**config.mk**
```make
export PLATFORM = sky130hd
export DESIGN_NAME = pixel_compose
export DESIGN_NICKNAME = d
export VERILOG_FILES = /design/src/rtl/pacman_pkg.sv /design/src/rtl/pixel_compose.sv
export SDC_FILE = /design/constraint.sdc
export NUM_CORES = 1
export LEC_CHECK = 0
export BUFFER_PORTS_ARGS = -buffer_cell sky130_fd_sc_hd__clkbuf_2
export CAP_MARGIN = 20
export CORE_AREA = 2 2 39 41
export DETAILED_ROUTE_END_ITERATION = 16
export DIE_AREA = 0 0 41 43
export GPL_TIMING_DRIVEN = 0
export PLACE_DENSITY_LB_ADDON = 0.15
export SYNTH_ARGS = -nofsm -noshare
export SYNTH_HDL_FRONTEND = slang
export SYNTH_SLANG_ARGS = --single-unit
```
**constraint.sdc**
```tcl
create_clock -name vclk -period 2.1
set_input_delay 0.42 -clock vclk [all_inputs]
set_output_delay 0.42 -clock vclk [all_outputs]
set_load 0.005 [all_outputs]
```
**src/rtl/pacman_pkg.sv**
```systemverilog
package pacman_pkg;

    // Raster timing in 50 MHz clocks, each pixel spans two
    localparam logic [10:0] H_TOTAL      = 11'd1600;
    localparam logic [10:0] H_ACTIVE     = 11'd1280;
    localparam logic [10:0] H_SYNC_START = 11'd1312;
    localparam logic [10:0] H_SYNC_END   = 11'd1504;

    localparam logic [9:0] V_TOTAL      = 10'd525;
    localparam logic [9:0] V_ACTIVE     = 10'd480;
    localparam logic [9:0] V_SYNC_START = 10'd490;
    localparam logic [9:0] V_SYNC_END   = 10'd492;

    localparam logic [12:0] MAP_COLS  = 13'd80;
    localparam logic [12:0] MAP_ROWS  = 13'd60;
    localparam logic [12:0] MAP_SIZE  = MAP_COLS * MAP_ROWS;
    localparam logic [9:0]  TILE_PX   = 10'd8;
    localparam logic [9:0]  SPRITE_PX = 10'd16;

    localparam logic [9:0]  PACMAN_RESET_X       = 10'd340;
    localparam logic [9:0]  PACMAN_RESET_Y       = 10'd240;
    localparam int unsigned ROTATE_TICKS_DEFAULT = 50_000_000;

    localparam int          NUM_GHOSTS = 4;
    localparam logic [9:0]  GHOST_X [NUM_GHOSTS] = '{10'd100, 10'd200, 10'd300, 10'd400};
    localparam logic [9:0]  GHOST_Y = 10'd100;

    // Red, pink, orange, light blue
    localparam logic [23:0] GHOST_COLOR [NUM_GHOSTS] =
        '{24'hFF0000, 24'hFFB8FF, 24'hFFB852, 24'h00FFFF};
    localparam logic [23:0] YELLOW    = 24'hFFFF00;
    localparam logic [23:0] WHITE     = 24'hFFFFFF;
    localparam logic [23:0] DARK_BLUE = 24'h000088;
    localparam logic [23:0] WALL_BLUE = 24'h0000FF;

    localparam logic [1:0] ADDR_X    = 2'd0;
    localparam logic [1:0] ADDR_Y    = 2'd1;
    localparam logic [1:0] ADDR_DIR  = 2'd2;
    localparam logic [1:0] ADDR_TILE = 2'd3;

    // Blank, horizontal, vertical, four corners, pellet
    localparam logic [7:0] TILE_SHAPES [8][8] = '{
        '{8'h00, 8'h00, 8'h00, 8'h00, 8'h00, 8'h00, 8'h00, 8'h00},
        '{8'h00, 8'h00, 8'h00, 8'hFF, 8'hFF, 8'h00, 8'h00, 8'h00},
        '{8'h18, 8'h18, 8'h18, 8'h18, 8'h18, 8'h18, 8'h18, 8'h18},
        '{8'h00, 8'h00, 8'h00, 8'h1F, 8'h1F, 8'h18, 8'h18, 8'h18},
        '{8'h00, 8'h00, 8'h00, 8'hF8, 8'hF8, 8'h18, 8'h18, 8'h18},
        '{8'h18, 8'h18, 8'h18, 8'h1F, 8'h1F, 8'h00, 8'h00, 8'h00},
        '{8'h18, 8'h18, 8'h18, 8'hF8, 8'hF8, 8'h00, 8'h00, 8'h00},
        '{8'h00, 8'h00, 8'h00, 8'h18, 8'h18, 8'h00, 8'h00, 8'h00}
    };

    // 0 transparent, 1 body, 2 eye white, 3 pupil
    localparam logic [1:0] GHOST_SHAPE [16][16] = '{
        '{0, 0, 0, 0, 0, 0, 0, 0, 0, 0, 0, 0, 0, 0, 0, 0},
        '{0, 0, 0, 0, 0, 1, 1, 1, 1, 1, 1, 0, 0, 0, 0, 0},
        '{0, 0, 0, 1, 1, 1, 1, 1, 1, 1, 1, 1, 1, 0, 0, 0},
        '{0, 0, 1, 1, 1, 1, 1, 1, 1, 1, 1, 1, 1, 1, 0, 0},
        '{0, 1, 1, 2, 2, 2, 1, 1, 1, 2, 2, 2, 1, 1, 1, 0},
        '{0, 1, 1, 2, 3, 3, 1, 1, 1, 2, 3, 3, 1, 1, 1, 0},
        '{1, 1, 1, 2, 3, 3, 1, 1, 1, 2, 3, 3, 1, 1, 1, 1},
        '{1, 1, 1, 2, 2, 2, 1, 1, 1, 2, 2, 2, 1, 1, 1, 1},
        '{1, 1, 1, 1, 1, 1, 1, 1, 1, 1, 1, 1, 1, 1, 1, 1},
        '{1, 1, 1, 1, 1, 1, 1, 1, 1, 1, 1, 1, 1, 1, 1, 1},
        '{1, 1, 1, 1, 1, 1, 1, 1, 1, 1, 1, 1, 1, 1, 1, 1},
        '{1, 1, 1, 1, 1, 1, 1, 1, 1, 1, 1, 1, 1, 1, 1, 1},
        '{1, 1, 1, 1, 1, 1, 1, 1, 1, 1, 1, 1, 1, 1, 1, 1},
        '{1, 1, 0, 1, 1, 1, 0, 1, 1, 0, 1, 1, 1, 0, 1, 1},
        '{1, 0, 0, 0, 1, 1, 0, 0, 0, 0, 1, 1, 0, 0, 0, 1},
        '{0, 0, 0, 0, 0, 0, 0, 0, 0, 0, 0, 0, 0, 0, 0, 0}
    };

    // Facing right, leftmost column in bit 15
    localparam logic [15:0] PACMAN_SHAPE [16] = '{
        16'b0000000000000000,
        16'b0000011111000000,
        16'b0001111111110000,
        16'b0011111111111000,
        16'b0111111111110000,
        16'b0111111111100000,
        16'b1111111111000000,
        16'b1111111110000000,
        16'b1111111110000000,
        16'b1111111111000000,
        16'b0111111111100000,
        16'b0111111111110000,
        16'b0011111111111000,
        16'b0001111111110000,
        16'b0000011111000000,
        16'b0000000000000000
    };

    typedef enum logic [1:0] {
        UP    = 2'd0,
        RIGHT = 2'd1,
        DOWN  = 2'd2,
        LEFT  = 2'd3
    } dir_t;

    typedef struct packed {
        logic [10:0] hcount;
        logic [9:0]  vcount;
        logic        hs;
        logic        vs;
        logic        active;
    } raster_t;

    localparam raster_t RASTER_IDLE =
        '{hcount: '0, vcount: '0, hs: 1'b1, vs: 1'b1, active: 1'b0};

    typedef union packed {
        struct packed {
            logic [5:0] pad;
            logic [9:0] value;
        } coord;
        struct packed {
            logic [13:0] pad;
            dir_t        dir;
        } heading;
        struct packed {
            logic [2:0]  code;
            logic [12:0] index;
        } tile;
    } bus_word_u;

    typedef struct packed {
        logic [9:0] x;
        logic [9:0] y;
        dir_t       dir;
    } pacman_t;

    typedef struct packed {
        logic        en;
        logic [12:0] index;
        logic [2:0]  code;
    } tile_wr_t;

    typedef struct packed {
        raster_t raster;
        logic    tile_on;
    } fetch_t;

    typedef struct packed {
        raster_t    raster;
        logic       tile_on;
        logic [1:0] ghost_code;
        logic [1:0] ghost_idx;
        logic       pacman_on;
    } hit_t;

endpackage

```
**src/rtl/pixel_compose.sv**
```systemverilog
`timescale 1ns/10ps

module pixel_compose import pacman_pkg::*; (
    input  hit_t       hit,
    output logic [7:0] vga_r,
    output logic [7:0] vga_g,
    output logic [7:0] vga_b,
    output logic       vga_hs,
    output logic       vga_vs,
    output logic       vga_blank_n,
    output logic       vga_sync_n
);

    logic [23:0] color;

    // Walls under ghosts under Pac-Man
    always_comb begin
        color = 24'h000000;
        if (hit.tile_on) begin
            color = WALL_BLUE;
        end
        case (hit.ghost_code)
            2'd1:    color = GHOST_COLOR[hit.ghost_idx];
            2'd2:    color = WHITE;
            2'd3:    color = DARK_BLUE;
            default: ;
        endcase
        if (hit.pacman_on) begin
            color = YELLOW;
        end
        if (!hit.raster.active) begin
            color = 24'h000000;
        end
    end

    assign {vga_r, vga_g, vga_b} = color;

    assign vga_hs      = hit.raster.hs;
    assign vga_vs      = hit.raster.vs;
    assign vga_blank_n = hit.raster.active;
    assign vga_sync_n  = 1'b0;

    // Sampled once per pixel on the delayed pixel clock
    a_black_in_blanking: assert property (
        @(posedge hit.raster.hcount[0])
        !vga_blank_n |-> ({vga_r, vga_g, vga_b} == 24'h000000)
    );

endmodule

```
; Word-level counts from Yosys, hierarchy flattened
; Index checks and enable logic that the tools add are counted.
[word_totals]
regBits = 0
elab_cells = 12
[op_classes]
order_cmp = 1
bitwise = 1
n_eq_ne = 3
mux = 7
[ops]
columns = op, count
row1 = two-way mux 24 bit, 4
row2 = one-hot mux 24 bit (3 select lines), 1
row3 = binary-select mux 24 bit (select 2 bit), 1
row4 = two-way mux 8 bit, 1
row5 = == test 2 bit (second input constant), 2
row6 = >= comparator 3 bit (second input constant), 1
row7 = NOT 2 -> 3 bit, 1
row8 = == test 2 x 1 -> 1 bit (second input constant), 1

; Longest topological paths before layout
[depth]
word_depth = 7
ltp_mapped = 4
mapped_depth_nobuf = 3

; Worst setup path before layout
; No wires, ideal clock.
[synth_timing]
path_kind = input port to output port
startpoint = input hit[3] (netlist bit)
endpoint = output vga_r[1]
slack_ns = 0.450
path_buffers = 1
t_required_ns = 1.680
cell_stages = 4
arrival_ns = 1.230
path_cell_list = nor2b_4 > nand2_1 > a21boi_1 > buf_4
[synth_between]
elab_chain_len = 4
elab_cells_between_ends = 6
[synth_rtl]
columns = element, line
row1 = from (decl), pixel_compose.sv:4  ; input hit_t hit,
row2 = == test 2 bit or == test 2 x 1 -> 1 bit (tied branches), pixel_compose.sv:22  ; case (hit.ghost_code)
row3 = one-hot mux 24 bit (3 select lines) (*), pixel_compose.sv:22
row4 = two-way mux 24 bit (*), pixel_compose.sv:28  ; if (hit.pacman_on) begin
row5 = two-way mux 24 bit (*), pixel_compose.sv:31  ; if (!hit.raster.active) begin
row6 = to (decl), pixel_compose.sv:5  ; output logic [7:0] vga_r,
; Mark *: on every way between the ends. The rest lies on a longest branch, timed or not.

; Final worst setup path
[layout_timing]
startpoint = input hit[4] (netlist bit)
endpoint = output vga_r[6]
; The elaborated chain is that of the path after synthesis.

==> flow_summary.toml <==
[synthesis]
synth_area_per_cell_sq_um = 6.99
ys_types = 13
yosys_warnings = 0
synth_top_area_share_pct = 57.6
yosys.area.top_type = "buf_4"
ys_top_cells_by_area = "buf_4 58%, a21oi_1 7.0%, a21boi_1 5.2%"
netlist_instances = 41
synth_nets = 71
ys_seq_area_share_pct = 0
netlist_area_sq_um = 287

[worst_setup_path]
cp_cell_sequence = "clkbuf_2 > nor2b_4 > nand2_1 > a21boi_1 > buf_4 > clkbuf_2"
crit_path_start_kind = "input pin"
required_ns = 1.68
cp.depth = 6
cp_top_family = "compound AO/OA/AOI/OAI gates"
worstPathArrival_ns = 1.51
endpoint_kind = "output port"
critPathSlowestCell = "a21boi_1"
crit_fanout = 8
cpPeakStageDelay_ns = 0.44
worstSetupPathType = "input pin to output port"
critPathBufInv = 3
cp_common_cell = "clkbuf_2"

[timing]
rsz0062_at_grt = "false"
setup_viol = 0
finalCriticalPeriod_ns = 1.93
setup_ws_ns = 0.167
slew_headroom_pct = 65.8
worstMarginPinSlew_ns = 0.512
drv_slew = 0
setup_tns_ns = 0
clock.fmax_ghz = 0.517
finalCritPeriodShare_pct = 92.1
hold_viol = 0

[floorplanning]
initial_core_util_pct = 20.7
rows = 14
die_w_um = 41
core_sq_um = 1380
die_area_sq_um = 1760
die-height_um = 43
ios = 58

[final_layout]
utilization_pct = 34.4
diodes = 0
drive_gt1_share_pct = 81.3
flops_and_latches = 0
nFillCells = 157
fin_nets = 107
final_cell_mix = "34 x clkbuf_2, 22 x buf_4, 4 x nand2_1, 4 x a21oi_1, 2 x a21boi_1"
regArea_sq_um = 0
area_delta_synth_final_pct = 66.4
clockBufferCount = 0
instances_no_fill = 91
mostFrequentLayoutCell = "clkbuf_2"

[pwr]
switchingPower_uw = 40.6
power_frac_comb_pct = 100.0
p_clk_share_pct = 0
cellPowerDensity_nw_per_um2 = 217
p_sw_share_pct = 39.2
leakage_nw = 0.305
power_frac_seq_pct = 0
cellInternalPower_uw = 63.0
peakVddDrop_mv = 0.0677

[clock_network]
ctsResizeCount = 0
cts.hold.buffers_added = 0
post_cts_buffers = 0

[grt]
grt_max_degree = 9
grtUsageTotal_pct = 6.49
antenna_found_initial = 0
gr-total-overflow = 0
grt_pass1_vias = 210
grt_pass1_wl_um = 869

[placement]
place_congestion = 0.670
dpl_worst_slack_ns = 0.130
port-buffer-count = 34
dp.cells = 91

[worst_hold_path]
hold_path_class = "input pin to output port"
hold_depth = 2
hold-path-endpoint = "vga_hs"
min_from = "hit[8]"

[drt]
drtAntennaViolNets = 0
drtPass1Iterations = 4
drt-initial-drc-count = 4
vias = 311
drc = 0
wl_um = 599
vias_per_cell = 3.42
wire_per_inst_um = 6.58

[job]
maxCapViolations = 0

[outcome]
outcome = "finished clean"
-- cell type report --
cell class	instances	area, sq um	area share [%]
Timing Repair Buffer	34	170	35.7
Multi-Input combinational cell	18	118	24.7
Inverter	1	3.75	0.787
Tap cell	16	20.0	4.20
Buffer	22	165	34.6
-- synthesized netlist by cell type --
cell type  count
a21oi_1        4
buf_4         22
nand3_2        1
a21boi_2       1
nand2_1        4
nor2b_4        1
a21boi_1       2
o21ai_2        1
inv_1          1
a21oi_2        1
o21ai_1        1
conb_1         1
nand2b_1       1
-- worst max path at each step --
stage               startpoint       end  slack (ns)
finish                  hit[4]  vga_r[6]        0.17
CTS                     hit[4]  vga_r[5]        0.13
global placement        hit[4]  vga_r[4]        0.17
global route            hit[4]  vga_r[6]       0.006
detailed placement      hit[4]  vga_r[5]        0.13
floorplan               hit[3]  vga_r[1]        0.45
-- kinds of logic (layout without fill, tap and decap cells) --
logic type	count (synthesis)	count (layout)	share of synthesized area, %
AOI/OAI and AO/OA	10	10	24.0
buffers and inverters	23	57	59.0
other	1	1	1.31
and+or+nand+nor	7	7	15.7
-- layer usage --
metal  vias to the layer above  GRT usage (%)  share of wire (%)
met5                         -              0                  0
met4                         0              0                  0
met3                         0              0                 16
met2                        24           10.9                 41
met1                       110           9.49                 42
li1                        177              -                  -
-- metrics by stage --
stage	total power, mW	cell area [sq um]	hold WS, ns
floorplan	0.0612	287	0.921
global placement	0.105	477	1.01
detailed placement	0.105	477	1.01
CTS	0.105	477	1.01
global route	0.117	477	1.01
finish	0.104	477	1.01
-- power by group through the flow --
stage               Sequential (mW)  Combinational [mW]  Clock [mW]
floorplan                         0              0.0612           0
global placement                  0               0.105           0
detailed placement                0               0.105           0
CTS                               0               0.105           0
global route                      0               0.117           0
finish                            0               0.104           0
Power figures use the tool's default switching activity.
