[src/rtl/pacman_pkg.sv]
package pacman_pkg;

    // Raster timing in 50 MHz clocks, each pixel spans two
    localparam logic [10:0] H_TOTAL      = 11'd1600;
    localparam logic [10:0] H_ACTIVE     = 11'd1280;
    localparam logic [10:0] H_SYNC_START = 11'd1312;
    localparam logic [10:0] H_SYNC_END   = 11'd1504;

    localparam logic [9:0] V_TOTAL      = 10'd525;
    localparam logic [9:0] V_ACTIVE     = 10'd480;
    localparam logic [9:0] V_SYNC_START = 10'd490;
    localparam logic [9:0] V_SYNC_END   = 10'd492;

    localparam logic [12:0] MAP_COLS  = 13'd80;
    localparam logic [12:0] MAP_ROWS  = 13'd60;
    localparam logic [12:0] MAP_SIZE  = MAP_COLS * MAP_ROWS;
    localparam logic [9:0]  TILE_PX   = 10'd8;
    localparam logic [9:0]  SPRITE_PX = 10'd16;

    localparam logic [9:0]  PACMAN_RESET_X       = 10'd340;
    localparam logic [9:0]  PACMAN_RESET_Y       = 10'd240;
    localparam int unsigned ROTATE_TICKS_DEFAULT = 50_000_000;

    localparam int          NUM_GHOSTS = 4;
    localparam logic [9:0]  GHOST_X [NUM_GHOSTS] = '{10'd100, 10'd200, 10'd300, 10'd400};
    localparam logic [9:0]  GHOST_Y = 10'd100;

    // Red, pink, orange, light blue
    localparam logic [23:0] GHOST_COLOR [NUM_GHOSTS] =
        '{24'hFF0000, 24'hFFB8FF, 24'hFFB852, 24'h00FFFF};
    localparam logic [23:0] YELLOW    = 24'hFFFF00;
    localparam logic [23:0] WHITE     = 24'hFFFFFF;
    localparam logic [23:0] DARK_BLUE = 24'h000088;
    localparam logic [23:0] WALL_BLUE = 24'h0000FF;

    localparam logic [1:0] ADDR_X    = 2'd0;
    localparam logic [1:0] ADDR_Y    = 2'd1;
    localparam logic [1:0] ADDR_DIR  = 2'd2;
    localparam logic [1:0] ADDR_TILE = 2'd3;

    // Blank, horizontal, vertical, four corners, pellet
    localparam logic [7:0] TILE_SHAPES [8][8] = '{
        '{8'h00, 8'h00, 8'h00, 8'h00, 8'h00, 8'h00, 8'h00, 8'h00},
        '{8'h00, 8'h00, 8'h00, 8'hFF, 8'hFF, 8'h00, 8'h00, 8'h00},
        '{8'h18, 8'h18, 8'h18, 8'h18, 8'h18, 8'h18, 8'h18, 8'h18},
        '{8'h00, 8'h00, 8'h00, 8'h1F, 8'h1F, 8'h18, 8'h18, 8'h18},
        '{8'h00, 8'h00, 8'h00, 8'hF8, 8'hF8, 8'h18, 8'h18, 8'h18},
        '{8'h18, 8'h18, 8'h18, 8'h1F, 8'h1F, 8'h00, 8'h00, 8'h00},
        '{8'h18, 8'h18, 8'h18, 8'hF8, 8'hF8, 8'h00, 8'h00, 8'h00},
        '{8'h00, 8'h00, 8'h00, 8'h18, 8'h18, 8'h00, 8'h00, 8'h00}
    };

    // 0 transparent, 1 body, 2 eye white, 3 pupil
    localparam logic [1:0] GHOST_SHAPE [16][16] = '{
        '{0, 0, 0, 0, 0, 0, 0, 0, 0, 0, 0, 0, 0, 0, 0, 0},
        '{0, 0, 0, 0, 0, 1, 1, 1, 1, 1, 1, 0, 0, 0, 0, 0},
        '{0, 0, 0, 1, 1, 1, 1, 1, 1, 1, 1, 1, 1, 0, 0, 0},
        '{0, 0, 1, 1, 1, 1, 1, 1, 1, 1, 1, 1, 1, 1, 0, 0},
        '{0, 1, 1, 2, 2, 2, 1, 1, 1, 2, 2, 2, 1, 1, 1, 0},
        '{0, 1, 1, 2, 3, 3, 1, 1, 1, 2, 3, 3, 1, 1, 1, 0},
        '{1, 1, 1, 2, 3, 3, 1, 1, 1, 2, 3, 3, 1, 1, 1, 1},
        '{1, 1, 1, 2, 2, 2, 1, 1, 1, 2, 2, 2, 1, 1, 1, 1},
        '{1, 1, 1, 1, 1, 1, 1, 1, 1, 1, 1, 1, 1, 1, 1, 1},
        '{1, 1, 1, 1, 1, 1, 1, 1, 1, 1, 1, 1, 1, 1, 1, 1},
        '{1, 1, 1, 1, 1, 1, 1, 1, 1, 1, 1, 1, 1, 1, 1, 1},
        '{1, 1, 1, 1, 1, 1, 1, 1, 1, 1, 1, 1, 1, 1, 1, 1},
        '{1, 1, 1, 1, 1, 1, 1, 1, 1, 1, 1, 1, 1, 1, 1, 1},
        '{1, 1, 0, 1, 1, 1, 0, 1, 1, 0, 1, 1, 1, 0, 1, 1},
        '{1, 0, 0, 0, 1, 1, 0, 0, 0, 0, 1, 1, 0, 0, 0, 1},
        '{0, 0, 0, 0, 0, 0, 0, 0, 0, 0, 0, 0, 0, 0, 0, 0}
    };

    // Facing right, leftmost column in bit 15
    localparam logic [15:0] PACMAN_SHAPE [16] = '{
        16'b0000000000000000,
        16'b0000011111000000,
        16'b0001111111110000,
        16'b0011111111111000,
        16'b0111111111110000,
        16'b0111111111100000,
        16'b1111111111000000,
        16'b1111111110000000,
        16'b1111111110000000,
        16'b1111111111000000,
        16'b0111111111100000,
        16'b0111111111110000,
        16'b0011111111111000,
        16'b0001111111110000,
        16'b0000011111000000,
        16'b0000000000000000
    };

    typedef enum logic [1:0] {
        UP    = 2'd0,
        RIGHT = 2'd1,
        DOWN  = 2'd2,
        LEFT  = 2'd3
    } dir_t;

    typedef struct packed {
        logic [10:0] hcount;
        logic [9:0]  vcount;
        logic        hs;
        logic        vs;
        logic        active;
    } raster_t;

    localparam raster_t RASTER_IDLE =
        '{hcount: '0, vcount: '0, hs: 1'b1, vs: 1'b1, active: 1'b0};

    typedef union packed {
        struct packed {
            logic [5:0] pad;
            logic [9:0] value;
        } coord;
        struct packed {
            logic [13:0] pad;
            dir_t        dir;
        } heading;
        struct packed {
            logic [2:0]  code;
            logic [12:0] index;
        } tile;
    } bus_word_u;

    typedef struct packed {
        logic [9:0] x;
        logic [9:0] y;
        dir_t       dir;
    } pacman_t;

    typedef struct packed {
        logic        en;
        logic [12:0] index;
        logic [2:0]  code;
    } tile_wr_t;

    typedef struct packed {
        raster_t raster;
        logic    tile_on;
    } fetch_t;

    typedef struct packed {
        raster_t    raster;
        logic       tile_on;
        logic [1:0] ghost_code;
        logic [1:0] ghost_idx;
        logic       pacman_on;
    } hit_t;

endpackage

[src/rtl/control_regs.sv]
`timescale 1ns/10ps

module control_regs import pacman_pkg::*; #(
    parameter int unsigned ROTATE_TICKS = ROTATE_TICKS_DEFAULT
) (
    input  logic       clk,
    input  logic       reset,
    input  logic       chipselect,
    input  logic       write,
    input  logic [1:0] address,
    input  bus_word_u  writedata,
    output pacman_t    pacman,
    output tile_wr_t   tile_wr
);

    localparam int CNT_W = $clog2(ROTATE_TICKS + 1);

    logic             wr_en;
    logic             dir_wr;
    logic             rotate_tick;
    logic [CNT_W-1:0] rotate_count;

    assign wr_en       = chipselect && write;
    assign dir_wr      = wr_en && (address == ADDR_DIR);
    assign rotate_tick = (rotate_count == CNT_W'(ROTATE_TICKS - 1));

    // Straight to the map, one cycle wide
    assign tile_wr.en    = wr_en && (address == ADDR_TILE);
    assign tile_wr.index = writedata.tile.index;
    assign tile_wr.code  = writedata.tile.code;

    // Free running from reset, bus writes never touch it
    always_ff @(posedge clk or posedge reset) begin
        if (reset) begin
            rotate_count <= '0;
        end else if (rotate_tick) begin
            rotate_count <= '0;
        end else begin
            rotate_count <= rotate_count + 1'b1;
        end
    end

    always_ff @(posedge clk or posedge reset) begin
        if (reset) begin
            pacman.x   <= PACMAN_RESET_X;
            pacman.y   <= PACMAN_RESET_Y;
            pacman.dir <= RIGHT;
        end else begin
            if (wr_en && (address == ADDR_X)) begin
                pacman.x <= writedata.coord.value;
            end
            if (wr_en && (address == ADDR_Y)) begin
                pacman.y <= writedata.coord.value;
            end
            // Software heading beats the quarter turn
            if (dir_wr) begin
                pacman.dir <= writedata.heading.dir;
            end else if (rotate_tick) begin
                pacman.dir <= dir_t'(pacman.dir + 2'd1);
            end
        end
    end

    a_tile_index_in_map: assert property (
        @(posedge clk) disable iff (reset)
        tile_wr.en |-> (tile_wr.index < MAP_SIZE)
    );

endmodule

[config.mk]
export PLATFORM = sky130hd
export DESIGN_NAME = control_regs
export DESIGN_NICKNAME = d
export VERILOG_FILES = /design/src/rtl/pacman_pkg.sv /design/src/rtl/control_regs.sv
export SDC_FILE = /design/constraint.sdc
export NUM_CORES = 1
export LEC_CHECK = 0
export BUFFER_PORTS_ARGS = -buffer_cell sky130_fd_sc_hd__buf_2
export CAP_MARGIN = 5
export CORE_MARGIN = 3
export CORE_UTILIZATION = 54
export CTS_BUF_LIST = sky130_fd_sc_hd__clkbuf_2
export CTS_CLUSTER_DIAMETER = 100
export DETAILED_ROUTE_END_ITERATION = 10
export GPL_TIMING_DRIVEN = 1
export PLACE_DENSITY = 0.91
export RECOVER_POWER = 100
export SYNTH_ARGS = -nofsm -noshare
export SYNTH_HDL_FRONTEND = slang
export SYNTH_SLANG_ARGS = --single-unit
export TNS_END_PERCENT = 30
[constraint.sdc]
create_clock -name clk -period 1.7 [get_ports clk]
set_input_delay 0.17 -clock clk [delete_from_list [all_inputs] [get_ports clk]]
set_output_delay 0.17 -clock clk [all_outputs]
set_load 0.01 [all_outputs]
[Word level (Yosys, flattened, before mapping)]
Index checks and enable logic that the tools add are counted.
W data, S select, Z words.
Cells by class
  muxes and demuxes: 3
  $add $sub $neg: 2
  equal/unequal tests: 4
  reductions and logical operators: 7
Operator list (count)
  $add A26 B1 Y26 const B: 1
  $eq A26 B26 Y1 const B: 1
  $mux W26: 1
  $logic_and A1 B1 Y1: 5
  $eq A2 B2 Y1 const B: 2
  $mux W2: 2
  $add A2 B1 Y2 const B: 1
  $eq A2 B1 Y1 const B: 1
  $logic_not A2 Y1: 1
  $reduce_bool A2 Y1: 1
Storage, ports and cells
  word-level logic and storage cells: 20
  bits of input ports: 22
  output and inout port bits: 39
  register bits after elaboration: 48

[Depth between registers and ports, before layout]
  word-level depth: 3
  gate-level depth with buffers: 6
  gate-level depth less buffers: 6

[Least setup slack after synthesis]
Ideal clock, no wire load.
  kind: register to register
  from: register rotate_count[13]
  to: register rotate_count[23]
  data arrival time: 1.390 ns
  data required time: 1.580 ns
  stages on the path, launching flop included: 6
  library setup time: 0.120 ns
  slack: 0.190 ns
  period minus slack after synthesis: 1.510 ns
  cell sequence: dfrtp_1 > and4_4 > nand3_2 > or4_4 > nand3_2 > o21ai_2
Between the ends
  longest elaborated chain between the ends: 2
  elaborated cells on any way between the ends: 3
  those cells by class: add/sub (1); eq/ne (1); mux (1)
RTL lines
  from (decl): RTL line control_regs.sv:21  | logic [CNT_W-1:0] rotate_count;
  from (signal assigned): RTL line control_regs.sv:39  | rotate_count <= rotate_count + 1'b1;
  $add A26 B1 Y26 / $eq A26 B26 Y1 (equally long branches): RTL line control_regs.sv:39, control_regs.sv:25
  $mux W26 (*): RTL line control_regs.sv:36  | end else if (rotate_tick) begin
Mark *: on every way between the ends. The rest lies on a longest branch, timed or not.
A chain may end at the register's enable or synchronous reset.

[Final worst setup path]
  from: register rotate_count[5]
  to: register rotate_count[23]
Same word-level chain as after synthesis.

==> out/qor.yml <==
outcome:
  status: "finished clean"
clock_network:
  cts_tree: "built"
  cts_buffer_depth: 2
  htree_levels: 2
  numCtsBuffers: 5
  clock-root-buffer: "clkbuf_2"
  clk-insertion-delay-late_ns: 0.43
  clk_pin_slew_worst_paths_ns: 0.24
  cts.sinks: 48
logic_synthesis:
  synth_seq_cells: 48
  synthMuxAreaShare_pct: 9.69
  seq_area_frac_synth_pct: 52.2
  synth_fa_ha_area_share_pct: 1.08
  synth-compound-area-share_pct: 3.23
  yosysUniqueCellTypes: 32
  synthCells: 203
  ys_warn_count: 0
  synth_area_um2: 2320
  synth-xor-area-share_pct: 7.16
  synth.net_count: 227
  synthSimpleGateAreaFrac_pct: 20.5
  syn-mean-instance-area_um2: 11.4
  synth_top_family_by_area: "simple AND/OR/NAND/NOR gates"
critical_path:
  worstPathArrival_ns: 2.00
  cp-startpoint: "rotate_count[5]"
  end_kind: "register"
  crit_chain: "and4_1 > nand4_4 > or4_4 > nand3_2 > o21ai_2"
  critPathTopFamily: "simple AND/OR/NAND/NOR gates"
  cpPeakStageDelay_ns: 0.49
  r2r_end: "rotate_count[23]"
  r2r_start: "rotate_count[5]"
  slowest_stage: "dfrtp_1"
  path_max_fanout: 8
  r2r_setup_slack_ns: 0.06
  worst-path-buf-inv: 0
  cp-start-kind: "register"
  reg2reg_depth: 5
  path_class: "reg -> reg"
  worstPathRequired_ns: 2.07
sta:
  worst_pin_slew_ns: 0.857
  holdWs_ns: 0.0379
  setup_viol: 0
  finalClockSkew_ns: 0.0238
  hold_viol: 0
  fin_crit_ns: 1.64
  slew_headroom_pct: 42.8
  finalMaxSlewViolations: 0
  fmax_ghz: 0.611
  fin_crit_sh_pct: 96.3
  rsz0062_at_grt: "yes"
global_route:
  grt_pass1_vias: 1649
  grt_overflow: 0
  track_usage_pct: 19.2
  grt_start_max_net_pins: 26
  antenna_found_initial: 0
  grt_pass1_wl_um: 7640
die:
  rows: 23
  core-area_um2: 4090
  die_area_um2: 5130
  io_pins: 61
  die_w_um: 71.6
  initial_core_util_pct: 56.9
  die_y_um: 71.6
detailed_routing:
  wl_per_cell_um: 15.2
  wirelength_um: 4730
  drc_errors: 0
  first_pass_iters: 4
  viasPerCell: 5.38
  first_iter_violations: 88
  vias: 1677
  ant_nets: 0
finish:
  final_nets: 285
  n_antenna_cell: 0
  areaGrowthSynthToFinish_pct: 16.5
  drive_above_1_share_pct: 32.1
power:
  vdd_ir_drop_max_mv: 0.432
  leakagePower_nw: 1.17
  power_mw: 2.19
  power.density_nw_per_um2: 808
place:
  place_congestion: 0.863
  dp_hpwl_um: 3400
  io_buffers: 48
flow_run:
  maxCapViolations: 0
hold_path:
  whs_path_depth: 3
  hold_start: "address[1]"
  min_to: "pacman[0]"
  hold_path_class: "in -> reg"
==> worst min-delay path: cells and delay by family <==
family,cells,cell delay [ns]
simple gates,1,0.13
buf+inv,1,0.12
compound gates,1,0.08
==> report_power, final <==
| part | total, mW | switching (mW) | internal, mW |
|---|---|---|---|
| Sequential | 1.35 | 0.0586 | 1.29 |
| Combinational | 0.383 | 0.202 | 0.181 |
| Clock | 0.459 | 0.364 | 0.0949 |
==> how the worst max path moves through the flow <==
stage               slack, ns               end  depth (start not counted)
floorplan                0.19  rotate_count[23]                          5
global placement         0.12         pacman[0]                          5
detailed placement       0.06         pacman[1]                          6
CTS                      0.02         pacman[1]                          5
global route            -0.02         pacman[0]                          6
finish                   0.06  rotate_count[23]                          5
==> layer usage <==
layer,share of wire (%),wire (um),GRT usage (%),vias up
met1,41,1940,24.6,804
met3,4.2,200,4.63,9
li1,-,-,-,821
met2,53,2500,31.2,43
met5,0,0,0,-
met4,1.8,85,8.14,0
==> flip-flops by register name, summed over array words and instances (netlist names) <==
register,count
rotate_count,26
pacman,22
==> kinds of logic (layout without fill, tap and decap cells) <==
| family | after synthesis | in the layout |
|---|---|---|
| buffers and inverters | 21 | 80 |
| flip-flops | 48 | 48 |
| multiplexers | 20 | 20 |
| AO/OA/AOI/OAI | 13 | 13 |
| adder cells (fa/ha/maj) | 2 | 2 |
| AND/OR/NAND/NOR | 80 | 80 |
| XOR/XNOR | 19 | 19 |
==> cells in the mapped netlist, drive strengths merged <==
library cell	count	area, um2
dfrtp	39	976
mux2	20	225
nor2	18	67.6
buf	17	128
nand3	14	85.1
nand2	12	45.0
xnor2	12	105
dfstp	9	236
nand4	9	71.3
and4	7	68.8
nor3	7	40.0
xor2	7	61.3
o21ai	6	33.8
and3	5	31.3
a21oi	4	20.0
inv	4	15.0
ha	2	25.0
nor4	2	18.8
o31ai	2	15.0
or3	2	12.5
a31oi	1	6.26
and2	1	6.26
and4bb	1	12.5
or2	1	6.26
or4	1	11.3
==> cell usage in the layout (no fill, tap or decap), drive strengths merged <==
master | Yosys | final
a31oi | 1 | 1
a21oi | 4 | 4
and4 | 7 | 7
or2 | 1 | 1
nand4 | 9 | 9
o31ai | 2 | 2
ha | 2 | 2
clkinvlp | 0 | 2
and2 | 1 | 1
buf | 17 | 30
o21ai | 6 | 6
nor4 | 2 | 2
or4 | 1 | 1
dfrtp | 39 | 39
inv | 4 | 4
dlygate4sd3 | 0 | 11
nor2 | 18 | 18
and4bb | 1 | 1
nor3 | 7 | 7
xor2 | 7 | 7
clkbuf | 0 | 32
dfstp | 9 | 9
xnor2 | 12 | 12
nand3 | 14 | 14
clkinv | 0 | 1
and3 | 5 | 5
or3 | 2 | 2
mux2 | 20 | 20
nand2 | 12 | 12
==> through the flow <==
| stage | setup TNS [ns] | area [um2] | cells | setup slack, ns | util, % |
|---|---|---|---|---|---|
| floorplan | 0 | 2320 | 203 | 0.190 | - |
| global placement | 0 | 2560 | 292 | 0.120 | 62.6 |
| detailed placement | 0 | 2560 | 292 | 0.0566 | 62.6 |
| CTS | 0 | 2710 | 311 | 0.0158 | 66.4 |
| global route | -0.0412 | 2710 | 312 | -0.0184 | 66.2 |
| finish | 0 | 2710 | 312 | 0.0625 | 66.2 |
==> what timing repair did <==
item,CTS,global route
endpoints found under the hold margin,34,0
setup endpoints to repair,0,7
resized for setup,0,8
hold buffers,11,0
setup buffers,0,1
==> area by class of cell <==
class	count	area (um2)
Multi-Input combinational cell	134	987
Clock inverter	3	18.8
Timing Repair Buffer	68	380
Tap cell	50	62.6
Sequential cell	48	1220
Fill cell	306	1380
Inverter	4	15.0
Clock buffer	5	25.0
Note: power is estimated with default switching activity, not from simulation.
