`config.mk`:
```
export PLATFORM = sky130hd
export DESIGN_NAME = sprite_hit
export DESIGN_NICKNAME = d
export VERILOG_FILES = /design/src/rtl/pacman_pkg.sv /design/src/rtl/sprite_hit.sv
export SDC_FILE = /design/constraint.sdc
export NUM_CORES = 1
export LEC_CHECK = 0
export ABC_CLOCK_PERIOD_IN_PS = 800
export BUFFER_PORTS_ARGS = -buffer_cell sky130_fd_sc_hd__buf_2
export CAP_MARGIN = 20
export CORE_MARGIN = 8
export CORE_UTILIZATION = 49
export DETAILED_ROUTE_END_ITERATION = 8
export GPL_TIMING_DRIVEN = 1
export PLACE_DENSITY = 0.77
export SLEW_MARGIN = 20
export SYNTH_ARGS = -nofsm -noshare
export SYNTH_HDL_FRONTEND = slang
export SYNTH_SLANG_ARGS = --single-unit
```
`constraint.sdc`:
```
create_clock -name clk -period 0.8 [get_ports clk]
set_input_delay 0.12 -clock clk [delete_from_list [all_inputs] [get_ports clk]]
set_output_delay 0.12 -clock clk [all_outputs]
set_load 0.05 [all_outputs]
```
`src/rtl/pacman_pkg.sv`:
```
package pacman_pkg;

    // Raster timing in 50 MHz clocks, each pixel spans two
    localparam logic [10:0] H_TOTAL      = 11'd1600;
    localparam logic [10:0] H_ACTIVE     = 11'd1280;
    localparam logic [10:0] H_SYNC_START = 11'd1312;
    localparam logic [10:0] H_SYNC_END   = 11'd1504;

    localparam logic [9:0] V_TOTAL      = 10'd525;
    localparam logic [9:0] V_ACTIVE     = 10'd480;
    localparam logic [9:0] V_SYNC_START = 10'd490;
    localparam logic [9:0] V_SYNC_END   = 10'd492;

    localparam logic [12:0] MAP_COLS  = 13'd80;
    localparam logic [12:0] MAP_ROWS  = 13'd60;
    localparam logic [12:0] MAP_SIZE  = MAP_COLS * MAP_ROWS;
    localparam logic [9:0]  TILE_PX   = 10'd8;
    localparam logic [9:0]  SPRITE_PX = 10'd16;

    localparam logic [9:0]  PACMAN_RESET_X       = 10'd340;
    localparam logic [9:0]  PACMAN_RESET_Y       = 10'd240;
    localparam int unsigned ROTATE_TICKS_DEFAULT = 50_000_000;

    localparam int          NUM_GHOSTS = 4;
    localparam logic [9:0]  GHOST_X [NUM_GHOSTS] = '{10'd100, 10'd200, 10'd300, 10'd400};
    localparam logic [9:0]  GHOST_Y = 10'd100;

    // Red, pink, orange, light blue
    localparam logic [23:0] GHOST_COLOR [NUM_GHOSTS] =
        '{24'hFF0000, 24'hFFB8FF, 24'hFFB852, 24'h00FFFF};
    localparam logic [23:0] YELLOW    = 24'hFFFF00;
    localparam logic [23:0] WHITE     = 24'hFFFFFF;
    localparam logic [23:0] DARK_BLUE = 24'h000088;
    localparam logic [23:0] WALL_BLUE = 24'h0000FF;

    localparam logic [1:0] ADDR_X    = 2'd0;
    localparam logic [1:0] ADDR_Y    = 2'd1;
    localparam logic [1:0] ADDR_DIR  = 2'd2;
    localparam logic [1:0] ADDR_TILE = 2'd3;

    // Blank, horizontal, vertical, four corners, pellet
    localparam logic [7:0] TILE_SHAPES [8][8] = '{
        '{8'h00, 8'h00, 8'h00, 8'h00, 8'h00, 8'h00, 8'h00, 8'h00},
        '{8'h00, 8'h00, 8'h00, 8'hFF, 8'hFF, 8'h00, 8'h00, 8'h00},
        '{8'h18, 8'h18, 8'h18, 8'h18, 8'h18, 8'h18, 8'h18, 8'h18},
        '{8'h00, 8'h00, 8'h00, 8'h1F, 8'h1F, 8'h18, 8'h18, 8'h18},
        '{8'h00, 8'h00, 8'h00, 8'hF8, 8'hF8, 8'h18, 8'h18, 8'h18},
        '{8'h18, 8'h18, 8'h18, 8'h1F, 8'h1F, 8'h00, 8'h00, 8'h00},
        '{8'h18, 8'h18, 8'h18, 8'hF8, 8'hF8, 8'h00, 8'h00, 8'h00},
        '{8'h00, 8'h00, 8'h00, 8'h18, 8'h18, 8'h00, 8'h00, 8'h00}
    };

    // 0 transparent, 1 body, 2 eye white, 3 pupil
    localparam logic [1:0] GHOST_SHAPE [16][16] = '{
        '{0, 0, 0, 0, 0, 0, 0, 0, 0, 0, 0, 0, 0, 0, 0, 0},
        '{0, 0, 0, 0, 0, 1, 1, 1, 1, 1, 1, 0, 0, 0, 0, 0},
        '{0, 0, 0, 1, 1, 1, 1, 1, 1, 1, 1, 1, 1, 0, 0, 0},
        '{0, 0, 1, 1, 1, 1, 1, 1, 1, 1, 1, 1, 1, 1, 0, 0},
        '{0, 1, 1, 2, 2, 2, 1, 1, 1, 2, 2, 2, 1, 1, 1, 0},
        '{0, 1, 1, 2, 3, 3, 1, 1, 1, 2, 3, 3, 1, 1, 1, 0},
        '{1, 1, 1, 2, 3, 3, 1, 1, 1, 2, 3, 3, 1, 1, 1, 1},
        '{1, 1, 1, 2, 2, 2, 1, 1, 1, 2, 2, 2, 1, 1, 1, 1},
        '{1, 1, 1, 1, 1, 1, 1, 1, 1, 1, 1, 1, 1, 1, 1, 1},
        '{1, 1, 1, 1, 1, 1, 1, 1, 1, 1, 1, 1, 1, 1, 1, 1},
        '{1, 1, 1, 1, 1, 1, 1, 1, 1, 1, 1, 1, 1, 1, 1, 1},
        '{1, 1, 1, 1, 1, 1, 1, 1, 1, 1, 1, 1, 1, 1, 1, 1},
        '{1, 1, 1, 1, 1, 1, 1, 1, 1, 1, 1, 1, 1, 1, 1, 1},
        '{1, 1, 0, 1, 1, 1, 0, 1, 1, 0, 1, 1, 1, 0, 1, 1},
        '{1, 0, 0, 0, 1, 1, 0, 0, 0, 0, 1, 1, 0, 0, 0, 1},
        '{0, 0, 0, 0, 0, 0, 0, 0, 0, 0, 0, 0, 0, 0, 0, 0}
    };

    // Facing right, leftmost column in bit 15
    localparam logic [15:0] PACMAN_SHAPE [16] = '{
        16'b0000000000000000,
        16'b0000011111000000,
        16'b0001111111110000,
        16'b0011111111111000,
        16'b0111111111110000,
        16'b0111111111100000,
        16'b1111111111000000,
        16'b1111111110000000,
        16'b1111111110000000,
        16'b1111111111000000,
        16'b0111111111100000,
        16'b0111111111110000,
        16'b0011111111111000,
        16'b0001111111110000,
        16'b0000011111000000,
        16'b0000000000000000
    };

    typedef enum logic [1:0] {
        UP    = 2'd0,
        RIGHT = 2'd1,
        DOWN  = 2'd2,
        LEFT  = 2'd3
    } dir_t;

    typedef struct packed {
        logic [10:0] hcount;
        logic [9:0]  vcount;
        logic        hs;
        logic        vs;
        logic        active;
    } raster_t;

    localparam raster_t RASTER_IDLE =
        '{hcount: '0, vcount: '0, hs: 1'b1, vs: 1'b1, active: 1'b0};

    typedef union packed {
        struct packed {
            logic [5:0] pad;
            logic [9:0] value;
        } coord;
        struct packed {
            logic [13:0] pad;
            dir_t        dir;
        } heading;
        struct packed {
            logic [2:0]  code;
            logic [12:0] index;
        } tile;
    } bus_word_u;

    typedef struct packed {
        logic [9:0] x;
        logic [9:0] y;
        dir_t       dir;
    } pacman_t;

    typedef struct packed {
        logic        en;
        logic [12:0] index;
        logic [2:0]  code;
    } tile_wr_t;

    typedef struct packed {
        raster_t raster;
        logic    tile_on;
    } fetch_t;

    typedef struct packed {
        raster_t    raster;
        logic       tile_on;
        logic [1:0] ghost_code;
        logic [1:0] ghost_idx;
        logic       pacman_on;
    } hit_t;

endpackage

```
`src/rtl/sprite_hit.sv`:
```
`timescale 1ns/10ps

module sprite_hit import pacman_pkg::*; (
    input  logic    clk,
    input  logic    reset,
    input  fetch_t  fetch,
    input  pacman_t pacman,
    output hit_t    hit
);

    logic [9:0] px;
    logic [9:0] py;
    logic [9:0] ghost_dy;
    logic       ghost_band;
    logic [9:0] ghost_dx;
    logic [1:0] shape_code;
    logic [1:0] ghost_code;
    logic [1:0] ghost_idx;
    logic [9:0] pac_dx;
    logic [9:0] pac_dy;
    logic       pac_box;
    logic [3:0] pac_row;
    logic [3:0] pac_col;
    logic       pacman_on;

    assign px = fetch.raster.hcount[10:1];
    assign py = fetch.raster.vcount;

    // All ghosts sit on the same rows
    assign ghost_dy   = py - GHOST_Y;
    assign ghost_band = (py >= GHOST_Y) && (ghost_dy < SPRITE_PX);

    always_comb begin
        ghost_code = 2'd0;
        ghost_idx  = 2'd0;
        ghost_dx   = '0;
        shape_code = 2'd0;
        for (int g = 0; g < NUM_GHOSTS; g++) begin
            ghost_dx   = px - GHOST_X[g];
            shape_code = GHOST_SHAPE[ghost_dy[3:0]][ghost_dx[3:0]];
            // Higher index wins where it is not transparent
            if (ghost_band && (px >= GHOST_X[g]) && (ghost_dx < SPRITE_PX)
                && (shape_code != 2'd0)) begin
                ghost_code = shape_code;
                ghost_idx  = 2'(g);
            end
        end
    end

    assign pac_dx  = px - pacman.x;
    assign pac_dy  = py - pacman.y;
    assign pac_box = (px >= pacman.x) && (pac_dx < SPRITE_PX)
                  && (py >= pacman.y) && (pac_dy < SPRITE_PX);

    // Mirror for left, transpose for down and up
    always_comb begin
        case (pacman.dir)
            RIGHT: begin
                pac_row = pac_dy[3:0];
                pac_col = pac_dx[3:0];
            end
            LEFT: begin
                pac_row = pac_dy[3:0];
                pac_col = 4'd15 - pac_dx[3:0];
            end
            DOWN: begin
                pac_row = pac_dx[3:0];
                pac_col = pac_dy[3:0];
            end
            UP: begin
                pac_row = pac_dx[3:0];
                pac_col = 4'd15 - pac_dy[3:0];
            end
        endcase
    end

    assign pacman_on = pac_box && PACMAN_SHAPE[pac_row][4'd15 - pac_col];

    always_ff @(posedge clk or posedge reset) begin
        if (reset) begin
            hit <= '{raster: RASTER_IDLE, default: '0};
        end else begin
            hit.raster     <= fetch.raster;
            hit.tile_on    <= fetch.tile_on;
            hit.ghost_code <= ghost_code;
            hit.ghost_idx  <= ghost_idx;
            hit.pacman_on  <= pacman_on;
        end
    end

endmodule

```
=== Word-level counts from Yosys, hierarchy flattened ===
Memory sizes are Yosys's and may differ from the RTL's.
Cells that the tools add are included.

* Register bits after elaboration: 30
* ROM bits: 768
* Input bits: 49
* Output and inout bits: 30
* Word-level logic and storage cells: 102
* Memories kept: 2

{| class="wikitable"
|+ Memory list
! memory !! words !! bits a word !! read ports !! clocked after memory_dff !! wr ports !! RTL line !! text
|-
| (no name shown) || 16 || 32 || 1 || 0 || 0 || sprite_hit.sv:40 || <nowiki>shape_code = GHOST_SHAPE[ghost_dy[3:0]][ghost_dx[3:0]];</nowiki>
|-
| (no name shown) || 16 || 16 || 1 || 0 || 0 || sprite_hit.sv:77 || <nowiki>assign pacman_on = pac_box && PACMAN_SHAPE[pac_row][4'd15 - pac_col];</nowiki>
|}

* Add/subtract/negate cells: 10
* Magnitude comparators: 21
* Equal/unequal tests: 3
* Mux-type cells: 27
* Bitwise gates (word level): 6
* Reduce and logical (&&, ||, !) cells: 24

{| class="wikitable"
|+ Operators with widths
! operator !! number
|-
| $lt 10x5->1 const B || 7
|-
| $mux 32 || 2
|-
| $bmux 2 s4 || 4
|-
| $mux 16 || 2
|-
| $ge 5x5->1 const B || 6
|-
| $not 4->5 || 6
|-
| $mux 2 || 14
|-
| $ge 10x10->1 || 2
|-
| $ge 10x7->1 const B || 2
|-
| $ge 10x9->1 const B || 2
|-
| $sub 10x10->10 || 2
|-
| $sub 10x7->10 const B || 2
|-
| $sub 10x9->10 const B || 2
|-
| $logic_and 1x1->1 || 17
|-
| $pmux 4 s4 || 1
|-
| $sub 4x4->4 const A || 3
|-
| $ge 10x8->1 const B || 1
|-
| $sub 10x8->10 const B || 1
|-
| $pmux 4 s2 || 1
|-
| $reduce_bool 2->1 || 4
|-
| $lt 4x5->1 const B || 1
|-
| $bmux 1 s4 || 1
|-
| $eq 2x2->1 const B || 2
|-
| $reduce_or 2->1 || 2
|-
| other kinds (3) || 4
|}

=== Longest topological paths before layout ===
* Depth after elaboration: 14
* Mapped depth: 14
* Depth with buffers taken out: 13

=== Least setup slack after synthesis ===
OpenSTA, ideal clock, no wires.

* Path type: input to register
* From: in fetch[15] (netlist bit)
* To: reg hit[0] (netlist bit)
* Setup time: 0.127 ns
* Arrival: 2.381 ns
* Required time: 0.673 ns
* Setup slack: -1.708 ns
* Stages: 12
* Path buffers: 1
* Cell sequence: buf_2 > inv_1 > ha_1 > inv_1 > fa_1 > xor2_1 > mux2_2 > nor3_1 > a22oi_1 > or4b_1 > nand4_1 > nor4_1

* Word-level cells in the longest chain between the ends: 9
* Elaborated cells between the ends (all ways): 17
* Classes of those cells: add/sub: 3; order compare: 2; mux: 6; bitwise: 1; reduce/logical: 4; memory: 1

{| class="wikitable"
|+ Ends and longest elaborated chain
! what !! RTL line !! text
|-
| from (decl) || sprite_hit.sv:6 || <nowiki>input fetch_t fetch,</nowiki>
|-
| parallel branches: the longest is 8 deep, another holds $sub 10x10->10 || n/a ||
|-
| $logic_and 1x1->1 * || sprite_hit.sv:77 ||
|-
| named net pacman_on || sprite_hit.sv:24 || <nowiki>logic pacman_on;</nowiki>
|-
| to (decl) || sprite_hit.sv:8 || <nowiki>output hit_t hit</nowiki>
|}

Mark *: on every way through the listed nets, which the timed path passes. The select of a mux whose other input is x is not followed.

=== Final worst setup path ===
Same ends and word-level chain as after synthesis.

==> metrics.yaml <==
detailed_routing:
  detailed_router_s_first_iteration_violation_count: 167
  routed_wire_length_per_instance_um: 16.8
  post_drt_via_cell_ratio: 5.64
  drcViolationCount: 0
  via_count: 3741
  routed_wirelength_um: 11100
  detailed_router_iteration_count_before_antenna_repair: 5
  detail-route-antenna-nets: 0
clock_network:
  cts_buffers: 5
  clkTransAtPathRegs_ps: 60
  clockBufferDepth: 2
  clock_sinks: 30
  h-tree-depth: 2
  cts_root_buf: "sky130_fd_sc_hd__clkbuf_8"
  cts_tree: "done"
finish:
  largest_reg_flops: 30
  flow.area_growth_from_synthesis_pct: 63.6
  register_bank_with_the_most_flops: "hit"
  final.fill_count: 374
  nets: 673
  post_route_cells_drive_above_1_share_pct: 46.4
  layout_top_registers: "hit (30)"
  insertedDiodeCount: 0
  finish.cell_count_without_fillers: 663
worst_setup_path:
  timing.critical_path.required_ps: 960
  cp_cell_sequence: "buf_6, inv_4, ha_4, inv_2, fa_2, xor2_2, mux2_4, nor3_2, a22oi_1, or4b_1, nand4_1, nor4_2"
  critPathKind: "primary input to flop"
  crit_path_top_delay_cell: "sky130_fd_sc_hd__or4b_1"
  max_stage_delay_ps: 530
  endpoint_kind: "flop"
  critPathMaxFanout: 5
  arrival_ps: 2390
  worstSetupStartpointType: "primary input"
synthesis:
  yosys-mux-area-fraction_pct: 7.26
  netlist_instances: 387
  synth-async-reset-ratio_pct: 100
  synthTopCellsByArea: "sky130_fd_sc_hd__dfrtp_1 22%, sky130_fd_sc_hd__ha_1 14%, sky130_fd_sc_hd__inv_1 4.9%"
  post_synth_instance_area_sq_mm: 0.00317
  synth_nets: 473
  synth_ff_type: "sky130_fd_sc_hd__dfrtp_1"
  post_synth_xor_area_fraction_pct: 1.93
  synth_simple_gate_area_share_pct: 21.8
  synth_most_common_cell: "sky130_fd_sc_hd__inv_1"
  synth-seq-cells: 30
  yosys.cell_types.count: 66
  synth-adder-area-share_pct: 15.1
  synth_enable_flop_cells: 0
  synth.cells.most_frequent: "41 x sky130_fd_sc_hd__inv_1, 35 x sky130_fd_sc_hd__ha_1, 30 x sky130_fd_sc_hd__o21ai_0, 28 x sky130_fd_sc_hd__a21oi_1, 28 x sky130_fd_sc_hd__dfrtp_1"
  synth.avg_cell_area_sq_um: 8.20
  synth_compound_area_share_pct: 23.4
  synth_top_family_by_area: "compound AO/OA/AOI/OAI gates"
  synth_largest_area_cell: "sky130_fd_sc_hd__dfrtp_1"
  netlist.area_leader.share_pct: 22.1
  ys_warn_count: 0
  synth_sequential_area_ratio_pct: 23.7
sta:
  finalMaxSlewViolations: 0
  fin_ws_ps: -1430
  slew-limit-headroom_pct: 65.4
  final.period_utilization_pct: 278
  fmax_mhz: 449
  rsz_0062_raised_after_global_routing: "yes"
  timing.final.setup_violations: 35
  hold_viol_final: 0
  max_slew.worst_pin.slew_ps: 505
  finalCriticalPeriod_ps: 2230
  fin_hold_ws_ps: 59.8
floorplanning:
  ioPinCount: 79
  die_area_sq_mm: 0.00931
  die_height_um: 96.5
  row_count: 29
  initial_util_pct: 50.3
  core_area_sq_mm: 0.00631
  floorplan.die.width_um: 96.5
worst_hold_path:
  holdPathStages: 2
  timing.hold.worst.class: "primary input to flop"
global_route:
  grt_first_pass_wirelength_um: 17600
  global_route.overflow_total: 0
  antenna_found_initial: 0
  gr-usage-all-layers_pct: 23.7
  grt_max_degree: 19
  number_of_global_route_vias_before_repair: 3832
placement:
  dpl.hpwl_um: 8030
  io_buffer_count: 78
  post-place-cells: 631
  pre_cts_slack_ps: -1850
  gpl.final_weighted_congestion: 0.908
power:
  fin_total_pwr_uw: 6550
  pwr_density_cell_mw_per_mm2: 1260
  p_leak_uw: 0.00251
  worst_ir_drop_vdd_mv: 1.06
run_status:
  outcome: "complete, but fails checks"
  failed_checks: "negative setup slack"
job:
  drv.max_cap_violation_count: 0
-- worst max-delay path: cells and delay by family --
kind / cells / cell delay (ps)
multiplexers: 1 / 330
AND/OR/NAND/NOR: 4 / 920
buffers and inverters: 3 / 200
XOR/XNOR: 1 / 170
AO/OA/AOI/OAI: 1 / 130
adder cells (fa/ha/maj): 2 / 520
-- cells by family after synthesis --
family / Yosys count
xor gates and xnor gates: 7
adders and majority gates: 37
and+or+nand+nor: 121
muxes: 22
AOI/OAI and AO/OA: 116
buffers and inverters: 54
DFF: 30
-- layout by cell type (no fill, tap or decap), drive strengths merged, types with 13 or more instances in the layout --
cell type,count
a21oi,28
buf,197
dfrtp,28
ha,35
inv,40
mux2i,14
nand2,27
nor2,19
nor3,13
o21ai,30
-- where the power goes --
group	internal (uW)	switching (uW)	total, uW
Sequential	1590	36.1	1630
Clock	663	561	1220
Combinational	1810	1880	3690
Total	4070	2480	6550
-- per-stage QoR --
stage | cell area [sq um] | TNS (ps) | utilization (%)
3_3_place_gp | 4470 | -7760 | 70.7
3_5_place_dp | 4470 | -8400 | 70.7
4_1_cts | 5150 | -9720 | 81.5
6_report | 5190 | -9870 | 82.2
2_1_floorplan | 3300 | -6300 | -
5_1_grt | 5190 | -10840 | 82.2
-- routing by layer --
layer  GRT usage [%]  part of all wire (%)  vias up
met3            3.17                   6.3       25
met4            7.82                   2.5        0
met5               0                     0        -
met2            44.8                    51      139
li1                -                     -     1813
met1            26.3                    40     1764
-- area by class of cell --
type / instances / area (sq um) / area share (%)
repair buffers: 204 / 1610 / 30.9
inverters: 43 / 188 / 3.62
flip-flops and latches: 30 / 753 / 14.5
well taps: 77 / 96.3 / 1.86
clock buffers: 6 / 82.6 / 1.59
multi-input cells: 303 / 2460 / 47.5
-- repair_timing --
item                                   CTS  global route
resized for setup                      111             7
pin swaps                               15             7
hold buffers                             7             0
setup buffers                           19             0
cloned                                   0             0
setup endpoints to repair               35            59
endpoints found under the hold margin   10             0
-- final timing paths --
| check | from | end | slack [ps] |
|---|---|---|---|
| setup / recovery | fetch[15] | hit[0] | -1430 |
| hold / removal | fetch[12] | hit[17] | 60 |
| min in group asynchronous | reset | hit[6] | 310 |
| max in group asynchronous | reset | hit[12] | 160 |
Note: power is estimated with default switching activity, not from simulation.
